### config.mk
export PLATFORM = sky130hd
export DESIGN_NAME = turf_regs_top
export DESIGN_NICKNAME = d
export VERILOG_FILES = /design/src/verilog/turf_regs_pkg.sv /design/src/verilog/turf_regs_top.sv /design/src/verilog/turf_reg_result.sv /design/src/verilog/turf_crate_bridge.sv /design/src/verilog/turf_id_ctrl.sv /design/src/verilog/turf_reg_decode.sv
export SDC_FILE = /design/constraint.sdc
export NUM_CORES = 1
export LEC_CHECK = 0
export BUFFER_PORTS_ARGS = -buffer_cell sky130_fd_sc_hd__buf_2
export CAP_MARGIN = 20
export CORE_UTILIZATION = 45
export DETAILED_ROUTE_END_ITERATION = 7
export GPL_TIMING_DRIVEN = 0
export PLACE_DENSITY = 0.76
export SYNTH_ARGS = -nofsm -noshare
export SYNTH_HDL_FRONTEND = slang
export SYNTH_SLANG_ARGS = --single-unit
### constraint.sdc
create_clock -name ps_clk -period 4.9 [get_ports ps_clk]
set_clock_uncertainty 0.1 [all_clocks]
set_input_delay 0.245 -clock ps_clk [delete_from_list [all_inputs] [get_ports ps_clk]]
set_output_delay 0.245 -clock ps_clk [all_outputs]
set_load 0.05 [all_outputs]
### src/verilog/turf_regs_pkg.sv
package turf_regs_pkg;

    ////////////////////////////////////////////////////////////
    // Widths
    ////////////////////////////////////////////////////////////

    // Byte address from the processor bridge
    typedef logic [27:0] wb_addr_t;
    typedef logic [31:0] wb_data_t;
    // Crate space address without the top bus bit
    typedef logic [26:0] crate_addr_t;
    typedef logic [1:0]  bridge_link_t;
    // One bit per TURFIO link
    typedef logic [3:0]  link_mask_t;

    ////////////////////////////////////////////////////////////
    // Address layout
    ////////////////////////////////////////////////////////////

    // Set for anything headed to the crate
    localparam int CRATE_SEL_BIT = 27;
    // Bits 16:14 all zero pick the ID/control space
    localparam int IDCTL_SEL_LSB = 14;
    localparam int IDCTL_SEL_MSB = 16;

    // Word indices inside the ID/control space
    localparam int unsigned REG_IDENT       = 0;
    localparam int unsigned REG_DATEVERSION = 1;
    localparam int unsigned REG_BRIDGE_CTRL = 2;
    localparam int unsigned REG_BRIDGE_STAT = 3;

    ////////////////////////////////////////////////////////////
    // Enums and structs
    ////////////////////////////////////////////////////////////

    typedef enum logic [1:0] {
        SPACE_IDCTL = 2'd0,
        SPACE_CRATE = 2'd1,
        SPACE_DUMMY = 2'd2
    } reg_space_e;

    typedef enum logic [1:0] {
        BR_IDLE = 2'd0,
        BR_WAIT = 2'd1,
        BR_DONE = 2'd2
    } bridge_state_e;

    // One decoded bus access, valid for a single cycle
    typedef struct packed {
        logic       valid;
        reg_space_e space;
        logic       we;
        wb_addr_t   addr;
        wb_data_t   wdata;
    } reg_req_t;

    typedef struct packed {
        logic     valid;
        wb_data_t rdata;
    } reg_rsp_t;

endpackage
### src/verilog/turf_regs_top.sv
`timescale 1ns/1ns
module turf_regs_top #(
    parameter logic [31:0] IDENT          = "TURF",
    parameter logic [31:0] DATEVERSION    = 32'h0000_0000,
    parameter int          BRIDGE_TIMEOUT = 255
) (
    input  logic                        ps_clk,
    input  logic                        reset_i,
    // Register port from the processor bridge
    input  logic                        wb_stb_i,
    input  logic                        wb_we_i,
    input  turf_regs_pkg::wb_addr_t     wb_adr_i,
    input  turf_regs_pkg::wb_data_t     wb_dat_i,
    output logic                        wb_ack_o,
    output turf_regs_pkg::wb_data_t     wb_dat_o,
    // TURFIO link side
    input  turf_regs_pkg::link_mask_t   link_up_i,
    output logic                        cmd_valid_o,
    output logic                        cmd_we_o,
    output turf_regs_pkg::bridge_link_t cmd_link_o,
    output turf_regs_pkg::crate_addr_t  cmd_addr_o,
    output turf_regs_pkg::wb_data_t     cmd_data_o,
    input  logic                        resp_valid_i,
    input  turf_regs_pkg::wb_data_t     resp_data_i
);
    import turf_regs_pkg::*;

    reg_req_t     req;
    reg_rsp_t     id_rsp;
    reg_rsp_t     bridge_rsp;
    bridge_link_t bridge_link;
    link_mask_t   bridge_timeout;
    link_mask_t   bridge_invalid;

    ////////////////////////////////////////////////////////////
    // Decode
    ////////////////////////////////////////////////////////////

    turf_reg_decode u_decode (
        .ps_clk   (ps_clk),
        .reset_i  (reset_i),
        .wb_stb_i (wb_stb_i),
        .wb_we_i  (wb_we_i),
        .wb_adr_i (wb_adr_i),
        .wb_dat_i (wb_dat_i),
        .done_i   (wb_ack_o),
        .req_o    (req)
    );

    ////////////////////////////////////////////////////////////
    // Execute
    ////////////////////////////////////////////////////////////

    turf_id_ctrl #(
        .IDENT       (IDENT),
        .DATEVERSION (DATEVERSION)
    ) u_idctrl (
        .ps_clk        (ps_clk),
        .reset_i       (reset_i),
        .req_i         (req),
        .rsp_o         (id_rsp),
        .bridge_link_o (bridge_link),
        .timeout_i     (bridge_timeout),
        .invalid_i     (bridge_invalid)
    );

    turf_crate_bridge #(
        .BRIDGE_TIMEOUT (BRIDGE_TIMEOUT)
    ) u_bridge (
        .ps_clk        (ps_clk),
        .reset_i       (reset_i),
        .req_i         (req),
        .bridge_link_i (bridge_link),
        .link_up_i     (link_up_i),
        .cmd_valid_o   (cmd_valid_o),
        .cmd_we_o      (cmd_we_o),
        .cmd_link_o    (cmd_link_o),
        .cmd_addr_o    (cmd_addr_o),
        .cmd_data_o    (cmd_data_o),
        .resp_valid_i  (resp_valid_i),
        .resp_data_i   (resp_data_i),
        .rsp_o         (bridge_rsp),
        .timeout_o     (bridge_timeout),
        .invalid_o     (bridge_invalid)
    );

    // Result merge whose ack also frees the decoder
    turf_reg_result u_result (
        .ps_clk       (ps_clk),
        .reset_i      (reset_i),
        .req_i        (req),
        .id_rsp_i     (id_rsp),
        .bridge_rsp_i (bridge_rsp),
        .wb_ack_o     (wb_ack_o),
        .wb_dat_o     (wb_dat_o)
    );

endmodule

### src/verilog/turf_reg_result.sv
`timescale 1ns/1ns
module turf_reg_result (
    input  logic                    ps_clk,
    input  logic                    reset_i,
    input  turf_regs_pkg::reg_req_t req_i,
    input  turf_regs_pkg::reg_rsp_t id_rsp_i,
    input  turf_regs_pkg::reg_rsp_t bridge_rsp_i,
    output logic                    wb_ack_o,
    output turf_regs_pkg::wb_data_t wb_dat_o
);
    import turf_regs_pkg::*;

    logic dummy_hit;
    logic dummy_valid;

    // Unimplemented spaces read zero and drop writes
    assign dummy_hit = req_i.valid && (req_i.space == SPACE_DUMMY);

    ////////////////////////////////////////////////////////////
    // Response merge
    ////////////////////////////////////////////////////////////

    always_ff @(posedge ps_clk) begin
        if (id_rsp_i.valid) begin
            wb_dat_o <= id_rsp_i.rdata;
        end else if (bridge_rsp_i.valid) begin
            wb_dat_o <= bridge_rsp_i.rdata;
        end else begin
            // Dummy answer or idle
            wb_dat_o <= '0;
        end
        if (reset_i) begin
            dummy_valid <= 1'b0;
            wb_ack_o    <= 1'b0;
        end else begin
            dummy_valid <= dummy_hit;
            wb_ack_o    <= id_rsp_i.valid | bridge_rsp_i.valid | dummy_valid;
        end
    end

    // Only one block may answer a given access
    a_single_rsp: assert property (
        @(posedge ps_clk) disable iff (reset_i)
        $onehot0({id_rsp_i.valid, bridge_rsp_i.valid, dummy_valid})
    );

endmodule

### src/verilog/turf_crate_bridge.sv
`timescale 1ns/1ns
module turf_crate_bridge #(
    parameter int BRIDGE_TIMEOUT = 255
) (
    input  logic                        ps_clk,
    input  logic                        reset_i,
    input  turf_regs_pkg::reg_req_t     req_i,
    input  turf_regs_pkg::bridge_link_t bridge_link_i,
    input  turf_regs_pkg::link_mask_t   link_up_i,
    output logic                        cmd_valid_o,
    output logic                        cmd_we_o,
    output turf_regs_pkg::bridge_link_t cmd_link_o,
    output turf_regs_pkg::crate_addr_t  cmd_addr_o,
    output turf_regs_pkg::wb_data_t     cmd_data_o,
    input  logic                        resp_valid_i,
    input  turf_regs_pkg::wb_data_t     resp_data_i,
    output turf_regs_pkg::reg_rsp_t     rsp_o,
    output turf_regs_pkg::link_mask_t   timeout_o,
    output turf_regs_pkg::link_mask_t   invalid_o
);
    import turf_regs_pkg::*;

    localparam int CNT_W = $clog2(BRIDGE_TIMEOUT + 1);

    bridge_state_e    state;
    logic [CNT_W-1:0] wait_cnt;
    logic             hit;
    logic             link_ok;
    reg_rsp_t         rsp_q;

    assign hit     = req_i.valid && (req_i.space == SPACE_CRATE);
    assign link_ok = link_up_i[bridge_link_i];

    ////////////////////////////////////////////////////////////
    // Command payload and response data
    ////////////////////////////////////////////////////////////

    always_ff @(posedge ps_clk) begin
        if (hit && (state == BR_IDLE)) begin
            cmd_we_o   <= req_i.we;
            cmd_link_o <= bridge_link_i;
            cmd_addr_o <= req_i.addr[CRATE_SEL_BIT-1:0];
            cmd_data_o <= req_i.wdata;
        end
        if ((state == BR_WAIT) && resp_valid_i) begin
            rsp_q.rdata <= resp_data_i;
        end else if (state == BR_DONE) begin
            // Error path answers with zero
            rsp_q.rdata <= '0;
        end
    end

    ////////////////////////////////////////////////////////////
    // Bridge FSM
    ////////////////////////////////////////////////////////////

    always_ff @(posedge ps_clk) begin
        if (reset_i) begin
            state       <= BR_IDLE;
            wait_cnt    <= '0;
            cmd_valid_o <= 1'b0;
            rsp_q.valid <= 1'b0;
            timeout_o   <= '0;
            invalid_o   <= '0;
        end else begin
            cmd_valid_o <= 1'b0;
            rsp_q.valid <= 1'b0;
            timeout_o   <= '0;
            invalid_o   <= '0;
            case (state)
                BR_IDLE: begin
                    if (hit) begin
                        if (link_ok) begin
                            cmd_valid_o <= 1'b1;
                            wait_cnt    <= '0;
                            state       <= BR_WAIT;
                        end else begin
                            // Refused without a command while the link is down
                            invalid_o[bridge_link_i] <= 1'b1;
                            state                    <= BR_DONE;
                        end
                    end
                end
                BR_WAIT: begin
                    if (resp_valid_i) begin
                        rsp_q.valid <= 1'b1;
                        state       <= BR_IDLE;
                    end else if (wait_cnt == CNT_W'(BRIDGE_TIMEOUT)) begin
                        timeout_o[cmd_link_o] <= 1'b1;
                        state                 <= BR_DONE;
                    end else begin
                        wait_cnt <= wait_cnt + 1'b1;
                    end
                end
                BR_DONE: begin
                    rsp_q.valid <= 1'b1;
                    state       <= BR_IDLE;
                end
                default: begin
                    state <= BR_IDLE;
                end
            endcase
        end
    end

    assign rsp_o = rsp_q;

    a_cmd_single: assert property (
        @(posedge ps_clk) disable iff (reset_i)
        cmd_valid_o |=> !cmd_valid_o
    );

endmodule

### src/verilog/turf_id_ctrl.sv
`timescale 1ns/1ns
module turf_id_ctrl #(
    parameter logic [31:0] IDENT       = "TURF",
    parameter logic [31:0] DATEVERSION = 32'h0000_0000
) (
    input  logic                        ps_clk,
    input  logic                        reset_i,
    input  turf_regs_pkg::reg_req_t     req_i,
    output turf_regs_pkg::reg_rsp_t     rsp_o,
    output turf_regs_pkg::bridge_link_t bridge_link_o,
    input  turf_regs_pkg::link_mask_t   timeout_i,
    input  turf_regs_pkg::link_mask_t   invalid_i
);
    import turf_regs_pkg::*;

    // Word index covers address bits 13:2
    localparam int IDX_W = IDCTL_SEL_LSB - 2;

    logic             hit;
    logic [IDX_W-1:0] word_idx;
    logic             ctrl_wr;
    logic             stat_wr;
    wb_data_t         rd_data;
    link_mask_t       timeout_flags;
    link_mask_t       invalid_flags;
    link_mask_t       timeout_clr;
    link_mask_t       invalid_clr;
    reg_rsp_t         rsp_q;

    assign hit      = req_i.valid && (req_i.space == SPACE_IDCTL);
    assign word_idx = req_i.addr[IDCTL_SEL_LSB-1:2];
    assign ctrl_wr  = hit && req_i.we && (word_idx == IDX_W'(REG_BRIDGE_CTRL));
    assign stat_wr  = hit && req_i.we && (word_idx == IDX_W'(REG_BRIDGE_STAT));

    // Write-one-to-clear on the status word
    assign timeout_clr = stat_wr ? req_i.wdata[3:0] : '0;
    assign invalid_clr = stat_wr ? req_i.wdata[7:4] : '0;

    ////////////////////////////////////////////////////////////
    // Read mux
    ////////////////////////////////////////////////////////////

    always_comb begin
        case (word_idx)
            IDX_W'(REG_IDENT):       rd_data = IDENT;
            IDX_W'(REG_DATEVERSION): rd_data = DATEVERSION;
            IDX_W'(REG_BRIDGE_CTRL): rd_data = {30'b0, bridge_link_o};
            IDX_W'(REG_BRIDGE_STAT): rd_data = {24'b0, invalid_flags, timeout_flags};
            default:                 rd_data = '0;
        endcase
    end

    ////////////////////////////////////////////////////////////
    // Registers
    ////////////////////////////////////////////////////////////

    always_ff @(posedge ps_clk) begin
        if (hit) begin
            rsp_q.rdata <= rd_data;
        end
        if (reset_i) begin
            rsp_q.valid   <= 1'b0;
            bridge_link_o <= '0;
            timeout_flags <= '0;
            invalid_flags <= '0;
        end else begin
            rsp_q.valid <= hit;
            if (ctrl_wr) begin
                bridge_link_o <= req_i.wdata[1:0];
            end
            // New error pulses win over a clear
            timeout_flags <= (timeout_flags & ~timeout_clr) | timeout_i;
            invalid_flags <= (invalid_flags & ~invalid_clr) | invalid_i;
        end
    end

    assign rsp_o = rsp_q;

endmodule

### src/verilog/turf_reg_decode.sv
`timescale 1ns/1ns
module turf_reg_decode (
    input  logic                    ps_clk,
    input  logic                    reset_i,
    input  logic                    wb_stb_i,
    input  logic                    wb_we_i,
    input  turf_regs_pkg::wb_addr_t wb_adr_i,
    input  turf_regs_pkg::wb_data_t wb_dat_i,
    input  logic                    done_i,
    output turf_regs_pkg::reg_req_t req_o
);
    import turf_regs_pkg::*;

    logic       busy;
    logic       accept;
    reg_space_e adr_space;
    reg_req_t   req_q;

    // Only one access in flight
    assign accept = wb_stb_i && !busy;

    ////////////////////////////////////////////////////////////
    // Space classification
    ////////////////////////////////////////////////////////////

    always_comb begin
        if (wb_adr_i[CRATE_SEL_BIT]) begin
            adr_space = SPACE_CRATE;
        end else if (wb_adr_i[IDCTL_SEL_MSB:IDCTL_SEL_LSB] == '0) begin
            adr_space = SPACE_IDCTL;
        end else begin
            // Event control, GbE, Aurora and TURFIO control
            adr_space = SPACE_DUMMY;
        end
    end

    ////////////////////////////////////////////////////////////
    // Request register
    ////////////////////////////////////////////////////////////

    always_ff @(posedge ps_clk) begin
        if (accept) begin
            req_q.space <= adr_space;
            req_q.we    <= wb_we_i;
            req_q.addr  <= wb_adr_i;
            req_q.wdata <= wb_dat_i;
        end
        if (reset_i) begin
            busy        <= 1'b0;
            req_q.valid <= 1'b0;
        end else begin
            req_q.valid <= accept;
            if (accept) begin
                busy <= 1'b1;
            end else if (done_i) begin
                busy <= 1'b0;
            end
        end
    end

    assign req_o = req_q;

    // Each request is acked before the next one goes out
    a_one_in_flight: assert property (
        @(posedge ps_clk) disable iff (reset_i)
        req_o.valid |=> (!req_o.valid throughout done_i[->1])
    );

endmodule

==> run_results.csv <==
group,metric,value,unit
outcome,outcome,"completed",
routing,routedWlPerCell,17.5,um
logic_synthesis,postSynthCellCount,468,
routing,routed_wl,18.0,mm
sta,worst_pin_slew,968,ps
flow_run,max_cap_violations,0,
logic_synthesis,seq_area_frac_synth,81.6,%
routing,vias,5114,
worst_setup_path,worstSetupPathType,"register to register",
global_route,grt_pass1_wl,27.8,mm
routing,avgViaCountPerCell,4.97,
clock_tree,clk_pin_slew,60,ps
cells_and_area,layout_commonest_cell,"buf_2",
clock_tree,clock_sinks,232,
worst_hold_path,hold_end,"u_decode.req_o[63]",
logic_synthesis,syn_avg_cell_area,16.5,sq um
clock_tree,hold_buffers,98,
global_route,grt-ovfl-total,0,
logic_synthesis,synthTopCellsByArea,"edfxtp_1 64%, dfxtp_1 17%, and3_1 2.8%",
worst_setup_path,timing.rr.start,"u_decode.req_o[62]",
worst_setup_path,cp.arrival,2780,ps
logic_synthesis,synth-edff-count,165,
global_route,grt.total_usage,20.4,%
clock_tree,clock_latency,500,ps
sta,setup-tns-final,0,ps
placement,portBuffers,195,
die,die_x,133,um
placement,placed_cells,888,
logic_synthesis,synth_cell_type_count,39,
cells_and_area,diodes,0,
placement,place.gp.congestion,0.758,
sta,max_freq,393,MHz
logic_synthesis,netlist_area,7710,sq um
logic_synthesis,yosysWarnings,0,
global_route,grt_max_degree,35,
worst_setup_path,reg2reg_to,"u_idctrl.invalid_flags[2]",
worst_setup_path,path_max_fanout,8,
sta,period_share,51.9,%
sta,rsz0062_at_grt,"no",
global_route,grt_pass1_vias,5404,
cells_and_area,layout_common_cells,"196 x buf_2, 165 x edfxtp_1, 98 x dlygate4sd3_1, 67 x dfxtp_1, 35 x and3_1",
routing,drtPass1Iterations,7,
cells_and_area,fin_nets,896,
sta,relSlewSlack,35.0,%
routing,drt_iter0_markers,240,
routing,ant_nets,0,
placement,post_dp_cell_area,9050,sq um
cells_and_area,fin_cells,1028,
worst_hold_path,min_path_type,"input pin to register",
worst_setup_path,r2r_setup_slack,2360,ps
clock_tree,htree_num_levels,1,
cells_and_area,post-route-util,64.7,%
cells_and_area,drive_gt1_share,30.2,%
global_route,grt_use_met2,36.3,%
worst_setup_path,startpoint,"u_decode.req_o[62]",
die,fp.dieH,133,um
logic_synthesis,ys.flop_type,"edfxtp_1",
sta,setup_viol,0,
worst_hold_path,hp-start,"reset_i",
global_route,met1_usage,23.9,%
clock_tree,cts_setup_buffers,0,
cells_and_area,fin_area,10800,sq um
routing,route.detailed.drc,0,
logic_synthesis,ys_ff_latch,232,
pwr,powerDensity,388,nW/um^2
sta,finalMaxSlewViolations,0,
worst_setup_path,end_kind,"register",
global_route,antenna_found_initial,0,
global_route,busiest_layer,"met2",
worst_hold_path,hold-path-cell-count,2,
sta,whs,63.4,ps
clock_tree,cts_tree,"done",
clock_tree,ctsResizeCount,0,
die,io_pins,197,
logic_synthesis,yosys.area.top_type,"edfxtp_1",
logic_synthesis,synth-async-reset-ratio,0,%
clock_tree,cts-root-buf,"clkbuf_16",
clock_tree,cts_buffers,23,
cells_and_area,syn_to_final_growth,39.6,%
clock_tree,cts_buffer_depth,3,
worst_setup_path,reg2reg_depth,5,
sta,finalHoldViolCount,0,
worst_setup_path,cp.required,5140,ps
die,start_util,46.4,%
cells_and_area,nFillCells,1151,
die,dieArea,17700,sq um
logic_synthesis,synth_top_area_share,64.2,%
die,placementRows,47,
logic_synthesis,syn_nets,573,
die,core-area,16600,sq um
global_route,met3_usage,5.79,%
pwr,max-vdd-ir-drop,0.305,mV
sta,fin_crit,2540,ps
pwr,power.leakage,4.35,nW
worst_setup_path,start_kind,"register",
placement,dp_hpwl,10.8,mm
-- cell usage after synthesis (2+ instances only) --
cell type,number
edfxtp_1,165
dfxtp_1,67
and3_1,35
nor2_1,24
and2_1,22
clkbuf_1,15
nand2_1,14
inv_1,13
a21oi_1,12
a21o_1,10
nor3_1,10
a311oi_1,8
a22o_1,7
mux2i_1,7
nand3_1,7
nor2b_1,6
o21ai_0,5
a211oi_1,4
and3b_1,4
ha_1,4
nand4_1,3
nor3b_1,3
nor4_1,3
buf_1,2
nand4b_1,2
nor4b_1,2
o31ai_1,2
-- registers in the layout (all words and copies together), names as in the netlist, 2 cells and up --
| signal | count |
|---|---|
| u_idctrl.bridge_link_o | 2 |
| u_bridge.timeout_o | 4 |
| u_idctrl.invalid_flags | 4 |
| u_bridge.wait_cnt | 8 |
| u_bridge.cmd_link_o | 2 |
| u_bridge.cmd_addr_o | 27 |
| u_result.wb_dat_o | 32 |
| u_bridge.state | 2 |
| u_idctrl.timeout_flags | 4 |
| u_bridge.rsp_o | 33 |
| u_decode.req_o | 63 |
| u_idctrl.rsp_o | 10 |
| u_bridge.invalid_o | 4 |
| u_bridge.cmd_data_o | 32 |
-- how the worst max path moves through the flow --
stage                                     end  slack [ps]  depth (start not counted)
finish              u_idctrl.invalid_flags[2]        2360                          5
detailed placement  u_idctrl.timeout_flags[2]        2400                          5
floorplan                   u_decode.req_o[0]        1220                          1
CTS                 u_idctrl.invalid_flags[2]        2320                          5
global placement           u_decode.req_o[50]         -40                          2
global route        u_idctrl.invalid_flags[2]        2140                          5
-- where the power goes --
group / total, mW / switching [mW] / internal [mW] / leakage [nW]
Clock: 1.71 / 0.720 / 0.987 / 0.359
Combinational: 0.265 / 0.149 / 0.116 / 1.91
Sequential: 2.21 / 0.0268 / 2.18 / 2.09
Total: 4.18 / 0.896 / 3.29 / 4.35
-- critical path: stages, from the launching register on --
cell,delay (ps)
edfxtp_1,440
nor3b_1,470
buf_2,300
nand2_1,100
nor3_1,750
a311oi_1,230
-- routing by layer --
layer,wire length [um],share of wire [%]
met5,0,0
met4,277,1.5
met3,1470,8.2
met2,9070,50
met1,7220,40
-- per-stage QoR --
| step | power (mW) | worst slack [ps] |
|---|---|---|
| finish | 4.18 | 2360 |
| global route | 4.31 | 2140 |
| CTS | 4.19 | 2320 |
| detailed placement | 2.45 | 2400 |
| global placement | 2.43 | -38.0 |
| floorplan | 2.35 | 1220 |
-- cells by family after synthesis --
| family | Yosys count | synth area share (%) |
|---|---|---|
| compound gates | 52 | 4.75 |
| fa+ha+maj | 4 | 0.649 |
| buf+inv | 32 | 1.67 |
| flops | 232 | 81.6 |
| mux | 7 | 0.908 |
| simple gates | 141 | 10.4 |
-- cell type report --
| type | instances | area (sq um) | area share [%] |
|---|---|---|---|
| tap | 220 | 275 | 2.56 |
| timing repair buffer | 298 | 2040 | 18.9 |
| clock buffer | 28 | 604 | 5.61 |
| inverter | 13 | 48.8 | 0.453 |
| sequential | 232 | 6300 | 58.5 |
| buffer | 19 | 80.1 | 0.744 |
| multi-input combinational | 204 | 1300 | 12.1 |
| clock inverter | 14 | 126 | 1.17 |
No activity file was read; power rests on OpenSTA's default activity.
